## src/rtl/m68k_bus_settings.svh

```systemverilog
// Address map and timing constants; the windows must not overlap and wait counts must fit 3 bits
`ifndef M68K_BUS_SETTINGS_SVH
`define M68K_BUS_SETTINGS_SVH

// ====================================================================
// Address map
// ====================================================================

// Stack window on address bits 31..20
`define STACK_ADDR_HI 12'hFF4

// LED/switch port on address bits 31..4
`define LED_ADDR_HI 28'hFFDC060

// Random generator on address bits 31..4
`define RAND_ADDR_HI 28'hFFDC0C0

// ====================================================================
// Wait states and sizes
// ====================================================================

`define STACK_WAIT 3
`define IO_WAIT 1

// Word address bits of the stack, which aliases inside its 1 MB window
`define STACK_AW 10

// Galois feedback mask applied after the right shift
`define LFSR_TAPS 32'h80200003

`endif
```

## src/rtl/m68k_bus_pkg.sv

```systemverilog
// Shared bus types; the widths assume a 68000-style 16-bit data bus and a flat 32-bit address
package m68k_bus_pkg;

	// ====================================================================
	// Bus widths
	// ====================================================================

	// CPU byte address with bit 0 unused by word accesses
	typedef logic [31:0] bus_addr_t;

	// One data bus word with the upper lane in 15..8
	typedef logic [15:0] bus_data_t;

	// ====================================================================
	// Cycle timing and targets
	// ====================================================================

	// Wait states per cycle up to the slowest target
	typedef logic [2:0] wait_count_t;

	// Full state of the pseudo-random generator
	typedef logic [31:0] lfsr_state_t;

	// ====================================================================
	// Bus cycle controller
	// ====================================================================

	// WAIT counts wait states, ACK holds the response until release,
	// BERR is the one cycle before the bus error response goes out
	typedef enum logic [2:0] {
		IDLE    = 3'd0,
		WAIT    = 3'd1,
		ACK     = 3'd2,
		BERR    = 3'd3,
		RELEASE = 3'd4
	} bus_state_e;

endpackage

```

## src/rtl/wait_state_counter.sv

```systemverilog
// Counts down to zero and holds there; a load always restarts the count
`timescale 1ns/10ps

module wait_state_counter (
	input  logic                      cpu_clk,
	input  logic                      rst_n_i,
	input  logic                      load_i,
	input  m68k_bus_pkg::wait_count_t load_val_i,
	output logic                      done_o
);
	import m68k_bus_pkg::*;

	wait_count_t count;

	always_ff @(posedge cpu_clk) begin
		if (!rst_n_i) begin
			count <= '0;
		end else if (load_i) begin
			count <= load_val_i;
		end else if (count != '0) begin
			count <= count - 1'b1;
		end
	end

	// Done only once the count has run out and no new cycle is starting
	assign done_o = (count == '0) && !load_i;

	a_no_done_on_load: assert property (@(posedge cpu_clk) disable iff (!rst_n_i)
		load_i |-> !done_o)
		else $error("done_o high during a load");

endmodule

```

## config.mk

```make
export PLATFORM = sky130hd
export DESIGN_NAME = wait_state_counter
export DESIGN_NICKNAME = d
export VERILOG_FILES = /design/src/rtl/m68k_bus_settings.svh /design/src/rtl/m68k_bus_pkg.sv /design/src/rtl/wait_state_counter.sv
export SDC_FILE = /design/constraint.sdc
export NUM_CORES = 1
export LEC_CHECK = 0
export ABC_CLOCK_PERIOD_IN_PS = 2500
export BUFFER_PORTS_ARGS = -buffer_cell sky130_fd_sc_hd__buf_2
export CELL_PAD_IN_SITES_DETAIL_PLACEMENT = 1
export CELL_PAD_IN_SITES_GLOBAL_PLACEMENT = 1
export CORE_AREA = 2 2 39 41
export CTS_BUF_LIST = sky130_fd_sc_hd__clkbuf_8
export DETAILED_ROUTE_END_ITERATION = 10
export DIE_AREA = 0 0 41 43
export GPL_ROUTABILITY_DRIVEN = 0
export PLACE_DENSITY = 0.4
export SYNTH_ARGS = -nofsm -noshare
export SYNTH_HDL_FRONTEND = slang
export SYNTH_SLANG_ARGS = --single-unit
```

## constraint.sdc

```tcl
create_clock -name cpu_clk -period 2.5 [get_ports cpu_clk]
set_input_delay 0.125 -clock cpu_clk [delete_from_list [all_inputs] [get_ports cpu_clk]]
set_output_delay 0.125 -clock cpu_clk [all_outputs]
set_load 0.02 [all_outputs]
```

==> flow_summary.html, run 1 <==
<table>
<tr><th>Metric</th><th>Value</th></tr>
<tr><th colspan="2">Global routing</th></tr>
<tr><td>Wire length of the first global-routing pass</td><td>731 um</td></tr>
<tr><td>Vias in the first global route</td><td>205</td></tr>
<tr><td>Total overflow reported by the global router</td><td>0</td></tr>
<tr><td>GR Layer Usage met2</td><td>under 10%</td></tr>
<tr><td>Global-route layer with the greatest usage</td><td>met2</td></tr>
<tr><td>Initial antenna violation count</td><td>0</td></tr>
<tr><td>Global-route total usage across every layer</td><td>6.72%</td></tr>
<tr><td>Pin count of the biggest net entering global routing</td><td>10</td></tr>
<tr><td>Global Route met3 Usage</td><td>3.14%</td></tr>
<tr><td>Met1 GRT Util</td><td>6.41%</td></tr>
<tr><th colspan="2">Die</th></tr>
<tr><td>Number of placed I/O pins</td><td>7</td></tr>
<tr><td>Horizontal die dimension</td><td>41 um</td></tr>
<tr><td>Placeable Area</td><td>0.00138 sq mm</td></tr>
<tr><td>Std-Cell Rows</td><td>14</td></tr>
<tr><td>Vertical die dimension</td><td>43 um</td></tr>
<tr><td>Overall die area</td><td>roughly 0.0018 sq mm</td></tr>
<tr><td>Effective utilization at floorplan</td><td>roughly 15%</td></tr>
<tr><th colspan="2">Yosys</th></tr>
<tr><td>Most frequently used flop master after synthesis</td><td>sky130_fd_sc_hd__dfxtp_1</td></tr>
<tr><td>Total number of yosys warnings</td><td>0</td></tr>
<tr><td>Number of synthesized flops with an enable pin</td><td>0</td></tr>
<tr><td>Syn Nets</td><td>30</td></tr>
<tr><td>Yosys top cell by area</td><td>sky130_fd_sc_hd__dfxtp_1</td></tr>
<tr><td>Synthesized instance count</td><td>22</td></tr>
<tr><td>Cell types with the highest counts after synthesis</td><td>sky130_fd_sc_hd__dfxtp_1, sky130_fd_sc_hd__inv_1, sky130_fd_sc_hd__nor2b_1</td></tr>
<tr><td>Sequential share of the synthesized area</td><td>29.1%</td></tr>
<tr><td>Average instance area after synthesis</td><td>9.38 sq um</td></tr>
<tr><td>Yosys cell types</td><td>12</td></tr>
<tr><td>Netlist area before placement</td><td>206 sq um</td></tr>
<tr><td>Share of flip-flops with an asynchronous set or reset</td><td>0%</td></tr>
<tr><td>Largest cells by area after synthesis</td><td>sky130_fd_sc_hd__dfxtp_1, sky130_fd_sc_hd__ha_1, sky130_fd_sc_hd__a2111oi_1, sky130_fd_sc_hd__nor2b_1, sky130_fd_sc_hd__nor2b_2</td></tr>
<tr><td>Synthesized flop and latch total</td><td>3</td></tr>
<tr><td>Yosys top cell area share</td><td>29.1%</td></tr>
<tr><th colspan="2">Clock network</th></tr>
<tr><td>Bufs on Longest Clock Path</td><td>2</td></tr>
<tr><td>Clock slew at reported path FFs</td><td>0.03 ns</td></tr>
<tr><td># Post-CTS Setup Buffers</td><td>0</td></tr>
<tr><td>TritonCTS clock tree</td><td>yes</td></tr>
<tr><td>Clock Latency Late Sink</td><td>0.21 ns</td></tr>
<tr><td># resized after CTS</td><td>0</td></tr>
<tr><td>Clock tree sinks</td><td>3</td></tr>
<tr><td>H-tree Lvls</td><td>1</td></tr>
<tr><td>Root buffer cell</td><td>sky130_fd_sc_hd__clkbuf_8</td></tr>
<tr><td>Number of buffers created by CTS</td><td>3</td></tr>
<tr><td>Number of buffers inserted for hold repair after clock tree synthesis</td><td>0</td></tr>
<tr><th colspan="2">STA</th></tr>
<tr><td>FMAX</td><td>0.765 GHz</td></tr>
<tr><td>Final worst path period need</td><td>1.31 ns</td></tr>
<tr><td>Clock tree skew after final layout</td><td>0.000857 ns</td></tr>
<tr><td>Number of pins with negative max-slew slack in the final report</td><td>0</td></tr>
<tr><td>Unrepaired setup endpoints after global routing</td><td>no</td></tr>
<tr><td>Final hold violation count</td><td>0</td></tr>
<tr><td>Share of the cycle needed by the critical path after routing</td><td>52.3%</td></tr>
<tr><td>Transition time at the pin with the least slew margin</td><td>0.300 ns</td></tr>
<tr><td>Max_slew headroom</td><td>80.0%</td></tr>
<tr><td>Finish-stage setup viols</td><td>0</td></tr>
<tr><td>Final TNS setup</td><td>0 ns</td></tr>
<tr><th colspan="2">Worst setup path</th></tr>
<tr><td>Highest net fanout along the worst path</td><td>4</td></tr>
<tr><td>Type of element capturing the critical path</td><td>primary output</td></tr>
<tr><td>Type of the worst setup path</td><td>reg -&gt; out</td></tr>
<tr><td>WP data arrival</td><td>1.18 ns</td></tr>
<tr><td>Critical Path Start Type</td><td>register</td></tr>
<tr><td>Endpoint required time on the critical path</td><td>2.38 ns</td></tr>
<tr><th colspan="2">Min path</th></tr>
<tr><td>Min-Delay Path Class</td><td>in -&gt; reg</td></tr>
<tr><th colspan="2">Cells and area</th></tr>
<tr><td>Most flops, register</td><td>count</td></tr>
<tr><td>Fill count</td><td>178</td></tr>
<tr><td>Final standard cell area without fillers</td><td>302 sq um</td></tr>
<tr><td>Layout overhead on the synthesized area</td><td>46.1%</td></tr>
<tr><td>Inserted Diodes</td><td>0</td></tr>
<tr><td>Utilization of the core after routing</td><td>21.8%</td></tr>
<tr><td>Final net count</td><td>a little over 40</td></tr>
<tr><td>Fraction of final layout cells with drive strength greater than 1</td><td>37.5%</td></tr>
<tr><td>Regs by FF count</td><td>count (3)</td></tr>
<tr><td>Max FFs per register</td><td>3</td></tr>
<tr><th colspan="2">Route</th></tr>
<tr><td>Starting DRT DRC Count</td><td>0</td></tr>
<tr><td>Routed length per instance</td><td>8.96 um</td></tr>
<tr><td>Routed wire length</td><td>430 um</td></tr>
<tr><td>Via count</td><td>between 150 and 200</td></tr>
<tr><td>DR DRC count</td><td>0</td></tr>
<tr><td>Via/cell ratio</td><td>3.98</td></tr>
<tr><td>Pre-antenna DRT Iters</td><td>1</td></tr>
<tr><td>Post-route ant nets</td><td>0</td></tr>
<tr><th colspan="2">Power and ir drop</th></tr>
<tr><td>Internal portion of total power</td><td>178 uW</td></tr>
<tr><td>Cell area power density</td><td>763 mW/mm^2</td></tr>
<tr><td>Portion of total power attributed to the clock network</td><td>about three fifths</td></tr>
<tr><td>Sw Ratio</td><td>22.6%</td></tr>
<tr><td>Net load switching power</td><td>52.0 uW</td></tr>
<tr><td>Sequential fraction of design power</td><td>between 20% and 30%</td></tr>
<tr><td>Combinational Power Share</td><td>between 15 and 20%</td></tr>
<tr><td>Static Leak</td><td>around 0.13 nW</td></tr>
<tr><td>Max VDD drop</td><td>approximately 310 uV</td></tr>
<tr><th colspan="2">Job</th></tr>
<tr><td>Max-cap violation count</td><td>0</td></tr>
<tr><th colspan="2">Placed design</th></tr>
<tr><td>Post-Place Cell Area</td><td>256 sq um</td></tr>
<tr><td>Port-buffer cells</td><td>6</td></tr>
<tr><th colspan="2">Run status</th></tr>
<tr><td>Run status</td><td>finished, final reports clean</td></tr>
</table>
power groups by stage:
| stage | Combinational, mW | Sequential, mW | Clock, mW |
|---|---|---|---|
| after floorplan | 0.0278 | 0.0568 | 0 |
| after global placement | 0.0400 | 0.0580 | 0 |
| after detailed placement | 0.0399 | 0.0578 | 0 |
| after CTS | 0.0402 | 0.0572 | 0.139 |
| after global routing | 0.0444 | 0.0579 | 0.146 |
| final | 0.0391 | 0.0572 | 0.134 |
metal layers:
metal	part of all wire, %	vias to the layer above	routed length [um]
li1	-	97	-
met1	42	92	181
met2	56	2	240
met3	1.6	0	7
met4	0	0	0
met5	0	-	0
critical path: stages (launching register included):
cell and delay [ns]:
sky130_fd_sc_hd__dfxtp_1 0.31, sky130_fd_sc_hd__inv_1 0.08, sky130_fd_sc_hd__ha_1 0.20, sky130_fd_sc_hd__nand2b_1 0.11, sky130_fd_sc_hd__nor2_1 0.10, sky130_fd_sc_hd__buf_2 0.17
path summary, 6_finish.rpt:
path	depth (start not counted)	slack [ns]	start	to
setup / recovery	5	1.19	count[0]	done_o
hold / removal	2	0.17	rst_n_i	count[2]
setup reg to reg	4	1.23	count[0]	count[1]
hold reg to reg	2	0.60	count[0]	count[0]
through the flow:
step | cells | power (mW) | hold WS, ns | setup WS, ns
after detailed placement | 44 | 0.0978 | 0.397 | 1.21
after global placement | 44 | 0.0981 | 0.394 | 1.20
after floorplan | 22 | 0.0846 | 0.265 | 1.30
after CTS | 48 | 0.236 | 0.172 | 1.17
final | 48 | 0.230 | 0.174 | 1.19
after global routing | 48 | 0.248 | 0.175 | 1.07
layout by cell type (no fill, tap or decap):
master	netlist	layout
sky130_fd_sc_hd__nand2b_1	1	1
sky130_fd_sc_hd__nor2b_1	3	3
sky130_fd_sc_hd__dfxtp_1	3	3
sky130_fd_sc_hd__o311a_2	1	1
sky130_fd_sc_hd__nor2b_2	2	2
sky130_fd_sc_hd__or2b_1	1	1
sky130_fd_sc_hd__clkbuf_8	0	3
sky130_fd_sc_hd__nor2_1	1	1
sky130_fd_sc_hd__ha_1	2	2
sky130_fd_sc_hd__a2111oi_1	2	2
sky130_fd_sc_hd__inv_1	3	4
sky130_fd_sc_hd__nor4b_1	2	2
sky130_fd_sc_hd__nor3b_1	1	1
sky130_fd_sc_hd__buf_2	0	6
cell families (layout without fill, tap and decap cells):
kind of cell               Yosys count  count (layout)  synth area share (%)
and+or+nand+nor                     11              11                  38.2
buffers and inverters                3              13                  5.45
DFF                                  3               3                  29.1
AOI/OAI and AO/OA                    3               3                  15.2
adders and majority gates            2               2                  12.1
final cells by class:
type | instances | area [sq um] | share of cell area, %
well taps | 16 | 20.0 | 6.64
flip-flops and latches | 3 | 60.1 | 19.9
clock buffers | 3 | 41.3 | 13.7
inverters | 3 | 11.3 | 3.73
repair buffers | 6 | 30.0 | 9.96
multi-input cells | 16 | 135 | 44.8
clock inverters | 1 | 3.75 | 1.24
(Power assumes the default switching activity.)
==> run 2: changes to the inputs <==
Settings changed: ABC_AREA from default to 1, ABC_CLOCK_PERIOD_IN_PS 2500 to 1250, PLACE_DENSITY 0.4 to 0.42.
Clock period 2.5 ns to 1.25 ns, I/O delays scaled along.
==> flow_summary.html, run 2 <==
<table>
<tr><th>Metric</th><th>Value</th></tr>
<tr><th colspan="2">Run status</th></tr>
<tr><td>Run status</td><td>finished, final reports clean</td></tr>
<tr><th colspan="2">Worst setup path</th></tr>
<tr><td>Endpoint required time on the critical path</td><td>1.19 ns (-1.19 ns)</td></tr>
<tr><td>WP data arrival</td><td>1.10 ns (-0.08 ns)</td></tr>
<tr><td>Critical Path Start Type</td><td>register</td></tr>
<tr><td>Type of the worst setup path</td><td>reg -&gt; out</td></tr>
<tr><td>Startpoint of the worst-slack reg-to-reg timing path</td><td>count[0]</td></tr>
<tr><td>Highest net fanout along the worst path</td><td>3 (-1)</td></tr>
<tr><td>Crit path launch</td><td>count[0]</td></tr>
<tr><td>Type of element capturing the critical path</td><td>primary output</td></tr>
<tr><th colspan="2">Die</th></tr>
<tr><td>Placeable Area</td><td>0.00138 sq mm (unchanged)</td></tr>
<tr><td>Vertical die dimension</td><td>43 um (unchanged)</td></tr>
<tr><td>Std-Cell Rows</td><td>14 (unchanged)</td></tr>
<tr><td>Horizontal die dimension</td><td>41 um (unchanged)</td></tr>
<tr><td>Effective utilization at floorplan</td><td>14.2% (-0.72 points)</td></tr>
<tr><td>Overall die area</td><td>0.00176 sq mm (unchanged)</td></tr>
<tr><td>Number of placed I/O pins</td><td>7 (unchanged)</td></tr>
<tr><th colspan="2">Route</th></tr>
<tr><td>Via/cell ratio</td><td>3.94 (-1.1%)</td></tr>
<tr><td>Via count</td><td>248 (+30%)</td></tr>
<tr><td>DR DRC count</td><td>0 (unchanged)</td></tr>
<tr><td>Routed wire length</td><td>537 um (+25%)</td></tr>
<tr><td>Routed length per instance</td><td>8.52 um (-4.9%)</td></tr>
<tr><td>Pre-antenna DRT Iters</td><td>3 (+2)</td></tr>
<tr><td>Post-route ant nets</td><td>0 (unchanged)</td></tr>
<tr><td>Starting DRT DRC Count</td><td>1 (+1)</td></tr>
<tr><th colspan="2">STA</th></tr>
<tr><td>Transition time at the pin with the least slew margin</td><td>0.184 ns (-0.116 ns)</td></tr>
<tr><td>Finish-stage setup viols</td><td>0 (unchanged)</td></tr>
<tr><td>FMAX</td><td>0.857 GHz</td></tr>
<tr><td>Clock tree skew after final layout</td><td>0.000715 ns (-0.000141 ns)</td></tr>
<tr><td>Final hold violation count</td><td>0 (unchanged)</td></tr>
<tr><td>Max_slew headroom</td><td>87.6% (+7.6 points)</td></tr>
<tr><td>Number of pins with negative max-slew slack in the final report</td><td>0 (unchanged)</td></tr>
<tr><td>Unrepaired setup endpoints after global routing</td><td>no</td></tr>
<tr><td>Setup slack after layout</td><td>0.0834 ns (-1.11 ns)</td></tr>
<tr><td>Final worst path period need</td><td>about 1.2 ns</td></tr>
<tr><td>Final TNS setup</td><td>0 ns (unchanged)</td></tr>
<tr><td>Share of the cycle needed by the critical path after routing</td><td>93.3%</td></tr>
<tr><th colspan="2">Power and ir drop</th></tr>
<tr><td>Sequential fraction of design power</td><td>21.8% (-3.1 points)</td></tr>
<tr><td>Max VDD drop</td><td>472 uV (+51%)</td></tr>
<tr><td>Static Leak</td><td>0.181 nW (+34%)</td></tr>
<tr><td>Portion of total power attributed to the clock network</td><td>49.3% (-8.8 points)</td></tr>
<tr><td>Total power</td><td>541 uW (+140%)</td></tr>
<tr><td>Internal portion of total power</td><td>398 uW (+120%)</td></tr>
<tr><td>Net load switching power</td><td>143 uW (+170%)</td></tr>
<tr><td>Cell area power density</td><td>1570 mW/mm^2 (+110%)</td></tr>
<tr><td>Combinational Power Share</td><td>29.0% (+12 points)</td></tr>
<tr><td>Sw Ratio</td><td>26.4% (+3.8 points)</td></tr>
<tr><th colspan="2">Yosys</th></tr>
<tr><td>Netlist area before placement</td><td>196 sq um (-4.8%)</td></tr>
<tr><td>Average instance area after synthesis</td><td>5.95 sq um (-37%)</td></tr>
<tr><td>Syn Nets</td><td>41 (+37%)</td></tr>
<tr><td>Yosys top cell area share</td><td>30.6% (+1.5 points)</td></tr>
<tr><td>Largest cells by area after synthesis</td><td>sky130_fd_sc_hd__dfxtp_1, sky130_fd_sc_hd__nand2_1, sky130_fd_sc_hd__nor2_1, sky130_fd_sc_hd__ha_1, sky130_fd_sc_hd__inv_1</td></tr>
<tr><td>Synthesized instance count</td><td>33 (+50%)</td></tr>
<tr><td>Cell types with the highest counts after synthesis</td><td>sky130_fd_sc_hd__nand2_1, sky130_fd_sc_hd__nor2_1, sky130_fd_sc_hd__inv_1</td></tr>
<tr><td>Synthesized flop and latch total</td><td>3 (unchanged)</td></tr>
<tr><td>Number of synthesized flops with an enable pin</td><td>0 (unchanged)</td></tr>
<tr><td>Yosys top cell by area</td><td>sky130_fd_sc_hd__dfxtp_1</td></tr>
<tr><td>Sequential share of the synthesized area</td><td>30.6% (+1.5 points)</td></tr>
<tr><td>Yosys cell types</td><td>7 (-5)</td></tr>
<tr><td>Total number of yosys warnings</td><td>0 (unchanged)</td></tr>
<tr><td>Share of flip-flops with an asynchronous set or reset</td><td>0% (unchanged)</td></tr>
<tr><td>Most frequently used flop master after synthesis</td><td>sky130_fd_sc_hd__dfxtp_1</td></tr>
<tr><th colspan="2">Placed design</th></tr>
<tr><td>Port-buffer cells</td><td>6 (unchanged)</td></tr>
<tr><td>Half-perimeter wire length of the detailed placement result</td><td>402 um</td></tr>
<tr><td>Pre-CTS WS</td><td>0.119 ns (-1.09 ns)</td></tr>
<tr><th colspan="2">Cells and area</th></tr>
<tr><td>Fill count</td><td>182 (+2.2%)</td></tr>
<tr><td>Fraction of final layout cells with drive strength greater than 1</td><td>38.3% (+0.80 points)</td></tr>
<tr><td>Layout overhead on the synthesized area</td><td>75.2%</td></tr>
<tr><td>Utilization of the core after routing</td><td>24.9% (+3.1 points)</td></tr>
<tr><td>Most common cell after layout, fill and taps aside</td><td>sky130_fd_sc_hd__nand2_1</td></tr>
<tr><td>Final net count</td><td>56 (+37%)</td></tr>
<tr><td>Max FFs per register</td><td>3 (unchanged)</td></tr>
<tr><td>Register area</td><td>61.3 sq um (+2.1%)</td></tr>
<tr><td>Most flops, register</td><td>count</td></tr>
<tr><td>Inserted Diodes</td><td>0 (unchanged)</td></tr>
<tr><td>Most frequent cells in the layout</td><td>sky130_fd_sc_hd__nand2_1, sky130_fd_sc_hd__nor2_1, sky130_fd_sc_hd__buf_2</td></tr>
<tr><td>Regs by FF count</td><td>count (3)</td></tr>
<tr><td>Area of the multi-input gates</td><td>133 sq um (-1.9%)</td></tr>
<tr><th colspan="2">Global routing</th></tr>
<tr><td>Vias in the first global route</td><td>219 (+6.8%)</td></tr>
<tr><td>Global-route total usage across every layer</td><td>7.62% (+0.90 points)</td></tr>
<tr><td>Total overflow reported by the global router</td><td>0 (unchanged)</td></tr>
<tr><td>Wire length of the first global-routing pass</td><td>841 um (+15%)</td></tr>
<tr><td>Pin count of the biggest net entering global routing</td><td>9 (-1)</td></tr>
<tr><td>Initial antenna violation count</td><td>0 (unchanged)</td></tr>
<tr><th colspan="2">Clock network</th></tr>
<tr><td>Number of buffers inserted for hold repair after clock tree synthesis</td><td>0 (unchanged)</td></tr>
<tr><td>Root buffer cell</td><td>sky130_fd_sc_hd__clkbuf_8</td></tr>
<tr><td>Clock tree sinks</td><td>3 (unchanged)</td></tr>
<tr><td>Clock Latency Late Sink</td><td>0.21 ns (about the same)</td></tr>
<tr><td>Clock slew at reported path FFs</td><td>0.03 ns (about the same)</td></tr>
<tr><td>H-tree Lvls</td><td>1 (unchanged)</td></tr>
<tr><td>Bufs on Longest Clock Path</td><td>2 (unchanged)</td></tr>
<tr><td>Number of buffers created by CTS</td><td>3 (unchanged)</td></tr>
<tr><td>TritonCTS clock tree</td><td>yes</td></tr>
<tr><th colspan="2">Min path</th></tr>
<tr><td>Hold wc startpoint</td><td>rst_n_i</td></tr>
<tr><td>Min-Delay Path Class</td><td>in -&gt; reg</td></tr>
<tr><th colspan="2">Job</th></tr>
<tr><td>Max-cap violation count</td><td>0 (unchanged)</td></tr>
</table>
==> run 2: cell types whose count changed in the layout (fill, tap and decap cells not counted), moves of 2 or more <==
cell / before / now
sky130_fd_sc_hd__a2111oi_1: 2 / 0
sky130_fd_sc_hd__nand2_1: 0 / 9
sky130_fd_sc_hd__inv_2: 0 / 2
sky130_fd_sc_hd__buf_4: 0 / 4
sky130_fd_sc_hd__nand3_1: 0 / 3
sky130_fd_sc_hd__nor4b_1: 2 / 0
sky130_fd_sc_hd__o21ai_0: 0 / 2
sky130_fd_sc_hd__nor2b_2: 2 / 0
sky130_fd_sc_hd__nor2_1: 1 / 8
sky130_fd_sc_hd__nor2b_1: 3 / 0
==> run 2: worst max-delay path, stage by stage (launching register included) <==
cell and delay (ns):
sky130_fd_sc_hd__dfxtp_2 0.31, sky130_fd_sc_hd__inv_2 0.07, sky130_fd_sc_hd__ha_4 0.14, sky130_fd_sc_hd__nand2_1 0.07, sky130_fd_sc_hd__nor2_2 0.16, sky130_fd_sc_hd__buf_6 0.14
==> run 2: cells by family after synthesis <==
| kind of cell | Yosys count | synth area share (%) |
|---|---|---|
| AOI/OAI and AO/OA | 2 | 5.10 |
| DFF | 3 | 30.6 |
| and+or+nand+nor | 21 | 42.0 |
| buffers and inverters | 5 | 9.56 |
| adders and majority gates | 2 | 12.7 |
==> run 2: path summary, 6_finish.rpt <==
check        slack, ns  endpoint  cells past startpoint
max               0.08    done_o                      5
min               0.10  count[0]                      3
max reg2reg       0.19  count[2]                      7
min reg2reg       0.59  count[0]                      3
==> run 2: per-layer routing <==
layer / part of all wire (%) / vias up / track usage [%] / wire length [um]
li1: - / 127 / - / -
met1: 40 / 119 / 8.31 / 216
met2: 57 / 2 / 9.69 / 307
met3: 2.4 / 0 / 2.09 / 13
met4: 0 / 0 / 10.0 / 0
met5: 0 / - / 0 / 0
==> run 2: final cells by class <==
cell class | count | share of cell area (%)
Sequential cell | 3 | 17.8
Tap cell | 16 | 5.82
Clock buffer | 3 | 12.0
Multi-Input combinational cell | 25 | 38.5
Clock inverter | 1 | 1.09
Timing Repair Buffer | 10 | 19.3
Inverter | 5 | 5.45
==> run 2: metrics by stage <==
| stage | hold slack [ns] | cells | area (sq um) |
|---|---|---|---|
| 6_report | 0.104 | 63 | 344 |
| 5_1_grt | 0.112 | 63 | 344 |
| 4_1_cts | 0.104 | 59 | 309 |
| 3_5_place_dp | 0.331 | 55 | 246 |
| 3_3_place_gp | 0.331 | 55 | 246 |
| 2_1_floorplan | 0.189 | 33 | 196 |
==> run 2: power groups by stage <==
stage / Clock [mW] / Combinational [mW] / Sequential [mW]
2_1_floorplan: 0 / 0.0746 / 0.115
3_3_place_gp: 0 / 0.106 / 0.116
3_5_place_dp: 0 / 0.108 / 0.116
4_1_cts: 0.279 / 0.126 / 0.115
5_1_grt: 0.294 / 0.178 / 0.120
6_report: 0.267 / 0.157 / 0.118
==> run 2: timing repair <==
item,4_1_cts,5_1_grt
cloned,0,0
buffers inserted,0,4
pin swaps,1,2
endpoints found under the setup margin,1,1
endpoints found under the hold margin,0,0
gates resized for setup,4,4
==> run 3: changes to the inputs <==
--- a/config.mk
+++ b/config.mk
@@ -17,4 +17,5 @@
 export GPL_ROUTABILITY_DRIVEN = 0
 export PLACE_DENSITY = 0.42
+export SETUP_SLACK_MARGIN = 0.4
 export SYNTH_ARGS = -nofsm -noshare
 export SYNTH_HDL_FRONTEND = slang
==> constraint.sdc (replaced) <==
create_clock -name cpu_clk -period 1.25 [get_ports cpu_clk]
set_input_delay 0.0625 -clock cpu_clk [delete_from_list [all_inputs] [get_ports cpu_clk]]
set_output_delay 0.0625 -clock cpu_clk [all_outputs]
set_load 0.05 [all_outputs]
==> flow_summary.html, run 3 (synthesis results as in run 2) <==
<table>
<tr><th>Metric</th><th>Value</th></tr>
<tr><th colspan="2">STA</th></tr>
<tr><td>Final TNS setup</td><td>0 ns (unchanged)</td></tr>
<tr><td>Finish-stage setup viols</td><td>0 (unchanged)</td></tr>
<tr><td>Max_slew headroom</td><td>86.3% (-1.3 points)</td></tr>
<tr><td>Final hold violation count</td><td>0 (unchanged)</td></tr>
<tr><td>Final worst path period need</td><td>1.10 ns (-0.0634 ns)</td></tr>
<tr><td>Number of pins with negative max-slew slack in the final report</td><td>0 (unchanged)</td></tr>
<tr><td>Share of the cycle needed by the critical path after routing</td><td>88.3% (-5.1 points)</td></tr>
<tr><td>Worst hold margin</td><td>0.101 ns (-0.00283 ns)</td></tr>
<tr><td>Clock tree skew after final layout</td><td>0.000658 ns (-0.0000574 ns)</td></tr>
<tr><td>Unrepaired setup endpoints after global routing</td><td>yes</td></tr>
<tr><td>FMAX</td><td>0.906 GHz (+5.7%)</td></tr>
<tr><td>Setup slack after layout</td><td>0.147 ns (+0.0634 ns)</td></tr>
<tr><td>Transition time at the pin with the least slew margin</td><td>0.204 ns (+0.0196 ns)</td></tr>
<tr><th colspan="2">Clock network</th></tr>
<tr><td>Clock tree sinks</td><td>3 (unchanged)</td></tr>
<tr><td>Clock slew at reported path FFs</td><td>0.03 ns (about the same)</td></tr>
<tr><td>TritonCTS clock tree</td><td>yes</td></tr>
<tr><td>Root buffer cell</td><td>sky130_fd_sc_hd__clkbuf_8</td></tr>
<tr><td>Number of buffers created by CTS</td><td>3 (unchanged)</td></tr>
<tr><td>Clock Latency Late Sink</td><td>0.21 ns (about the same)</td></tr>
<tr><td>H-tree Lvls</td><td>1 (unchanged)</td></tr>
<tr><td>Bufs on Longest Clock Path</td><td>2 (unchanged)</td></tr>
<tr><th colspan="2">Worst setup path</th></tr>
<tr><td>Startpoint of the worst-slack reg-to-reg timing path</td><td>count[0]</td></tr>
<tr><td>Endpoint required time on the critical path</td><td>1.19 ns (about the same)</td></tr>
<tr><td>Critical Path Start Type</td><td>register</td></tr>
<tr><td>WP data arrival</td><td>1.04 ns (-0.06 ns)</td></tr>
<tr><td>Path depth of the worst reg2reg path</td><td>7 (unchanged)</td></tr>
<tr><td>Reg-to-Reg End</td><td>count[1]</td></tr>
<tr><td>Reg-to-reg slack, setup</td><td>0.22 ns (+0.03 ns)</td></tr>
<tr><td>Highest net fanout along the worst path</td><td>2 (-1)</td></tr>
<tr><td>Type of the worst setup path</td><td>reg -&gt; out</td></tr>
<tr><td>Type of element capturing the critical path</td><td>primary output</td></tr>
<tr><th colspan="2">Power and ir drop</th></tr>
<tr><td>Total power</td><td>583 uW (+7.8%)</td></tr>
<tr><td>Portion of total power attributed to the clock network</td><td>45.8% (-3.5 points)</td></tr>
<tr><td>Sw Ratio</td><td>29.1% (+2.7 points)</td></tr>
<tr><td>Max VDD drop</td><td>561 uV (+19%)</td></tr>
<tr><td>Internal portion of total power</td><td>413 uW (+3.9%)</td></tr>
<tr><td>Combinational Power Share</td><td>33.6% (+4.6 points)</td></tr>
<tr><td>Cell area power density</td><td>1530 mW/mm^2 (-2.5%)</td></tr>
<tr><td>Net load switching power</td><td>170 uW (+19%)</td></tr>
<tr><td>Static Leak</td><td>0.185 nW (+2.5%)</td></tr>
<tr><td>Sequential fraction of design power</td><td>20.5% (-1.3 points)</td></tr>
<tr><th colspan="2">Cells and area</th></tr>
<tr><td>Inserted Diodes</td><td>0 (unchanged)</td></tr>
<tr><td>Final net count</td><td>56 (unchanged)</td></tr>
<tr><td>Register area</td><td>62.6 sq um (+2.0%)</td></tr>
<tr><td>Filler-free cell count of the finished design</td><td>63 (unchanged)</td></tr>
<tr><td>Most flops, register</td><td>count</td></tr>
<tr><td>Layout overhead on the synthesized area</td><td>93.6%</td></tr>
<tr><td>Fill count</td><td>184 (+1.1%)</td></tr>
<tr><td>Most frequent cells in the layout</td><td>sky130_fd_sc_hd__nand2_1, sky130_fd_sc_hd__nor2_1, sky130_fd_sc_hd__buf_2</td></tr>
<tr><td>Most common cell after layout, fill and taps aside</td><td>sky130_fd_sc_hd__nand2_1</td></tr>
<tr><td>Fraction of final layout cells with drive strength greater than 1</td><td>48.9% (+11 points)</td></tr>
<tr><td>Regs by FF count</td><td>count (3)</td></tr>
<tr><td>Max FFs per register</td><td>3 (unchanged)</td></tr>
<tr><td>Area of the multi-input gates</td><td>158 sq um (+19%)</td></tr>
<tr><th colspan="2">Min path</th></tr>
<tr><td>Hold wc startpoint</td><td>rst_n_i</td></tr>
<tr><td>Capture endpoint of the worst hold path</td><td>count[0]</td></tr>
<tr><td>Cells on Worst Hold Path</td><td>3 (unchanged)</td></tr>
<tr><td>Min-Delay Path Class</td><td>in -&gt; reg</td></tr>
<tr><th colspan="2">Route</th></tr>
<tr><td>Via count</td><td>251 (+1.2%)</td></tr>
<tr><td>Routed length per instance</td><td>8.94 um (+4.8%)</td></tr>
<tr><td>Pre-antenna DRT Iters</td><td>1 (-2)</td></tr>
<tr><td>Routed wire length</td><td>563 um (+4.8%)</td></tr>
<tr><td>DR DRC count</td><td>0 (unchanged)</td></tr>
<tr><td>Starting DRT DRC Count</td><td>0 (-1)</td></tr>
<tr><td>Via/cell ratio</td><td>3.98 (+1.2%)</td></tr>
<tr><td>Post-route ant nets</td><td>0 (unchanged)</td></tr>
<tr><th colspan="2">Placed design</th></tr>
<tr><td>Port-buffer cells</td><td>6 (unchanged)</td></tr>
<tr><td>Total instance count after detailed placement</td><td>55 (unchanged)</td></tr>
<tr><td>Pre-CTS WS</td><td>0.188 ns (+0.0686 ns)</td></tr>
<tr><td>Half-perimeter wire length of the detailed placement result</td><td>428 um (+6.5%)</td></tr>
<tr><th colspan="2">Global routing</th></tr>
<tr><td>Pin count of the biggest net entering global routing</td><td>9 (unchanged)</td></tr>
<tr><td>Initial antenna violation count</td><td>0 (unchanged)</td></tr>
<tr><td>Global-route total usage across every layer</td><td>10.2% (+2.6 points)</td></tr>
<tr><td>Wire length of the first global-routing pass</td><td>1110 um (+32%)</td></tr>
<tr><td>Total overflow reported by the global router</td><td>0 (unchanged)</td></tr>
<tr><td>Vias in the first global route</td><td>270 (+23%)</td></tr>
<tr><th colspan="2">Die</th></tr>
<tr><td>Effective utilization at floorplan</td><td>14.2% (unchanged)</td></tr>
<tr><td>Horizontal die dimension</td><td>41 um (unchanged)</td></tr>
<tr><td>Number of placed I/O pins</td><td>7 (unchanged)</td></tr>
<tr><td>Overall die area</td><td>0.00176 sq mm (unchanged)</td></tr>
<tr><td>Std-Cell Rows</td><td>14 (unchanged)</td></tr>
<tr><td>Vertical die dimension</td><td>43 um (unchanged)</td></tr>
<tr><td>Placeable Area</td><td>0.00138 sq mm (unchanged)</td></tr>
<tr><th colspan="2">Run status</th></tr>
<tr><td>Run status</td><td>finished, final reports clean</td></tr>
<tr><th colspan="2">Job</th></tr>
<tr><td>Max-cap violation count</td><td>0 (unchanged)</td></tr>
</table>
==> run 3: final cells by class <==
type	count	area share, %
clock buffers	3	10.9
clock inverters	1	0.987
inverters	5	5.59
multi-input cells	25	41.4
flip-flops and latches	3	16.4
well taps	16	5.26
repair buffers	10	19.4
==> run 3: worst max-delay path: stages (launching register included) <==
cell and delay (ns):
sky130_fd_sc_hd__dfxtp_2 0.32, sky130_fd_sc_hd__inv_4 0.07, sky130_fd_sc_hd__ha_4 0.13, sky130_fd_sc_hd__nand2_2 0.05, sky130_fd_sc_hd__nor2_4 0.10, sky130_fd_sc_hd__buf_8 0.15
==> run 3: stage by stage <==
step                      utilization (%)  area [sq um]
after floorplan                         -           219
after CTS                            26.8           370
after detailed placement             19.4           269
after global routing                 27.5           380
final                                27.5           380
after global placement               19.4           269
==> run 3: layer usage <==
metal	global-route usage, %	wire length, um	up-vias
li1	-	-	129
met1	9.94	221	120
met2	13.8	340	2
met3	3.66	2	0
met4	13.3	0	0
met5	0	0	-
==> run 3: timing repair <==
item	4_1_cts	5_1_grt
setup buffers	4	0
setup endpoints to repair	4	4
pin swaps	5	1
hold buffers	0	0
gates resized for setup	7	4
==> run 3: worst max-delay path by stage <==
stage,start,endpoint,slack [ns]
floorplan,count[1],count[0],0.17
global placement,count[0],done_o,0.21
detailed placement,count[0],done_o,0.19
CTS,count[0],done_o,0.14
global route,count[0],done_o,0.09
finish,count[0],done_o,0.15
==> run 3: power groups by stage <==
stage / Clock [mW] / Sequential, mW / Combinational (mW)
4_1_cts: 0.278 / 0.117 / 0.192
6_report: 0.267 / 0.120 / 0.196
5_1_grt: 0.300 / 0.123 / 0.222
3_5_place_dp: 0 / 0.118 / 0.146
3_3_place_gp: 0 / 0.118 / 0.144
2_1_floorplan: 0 / 0.116 / 0.107
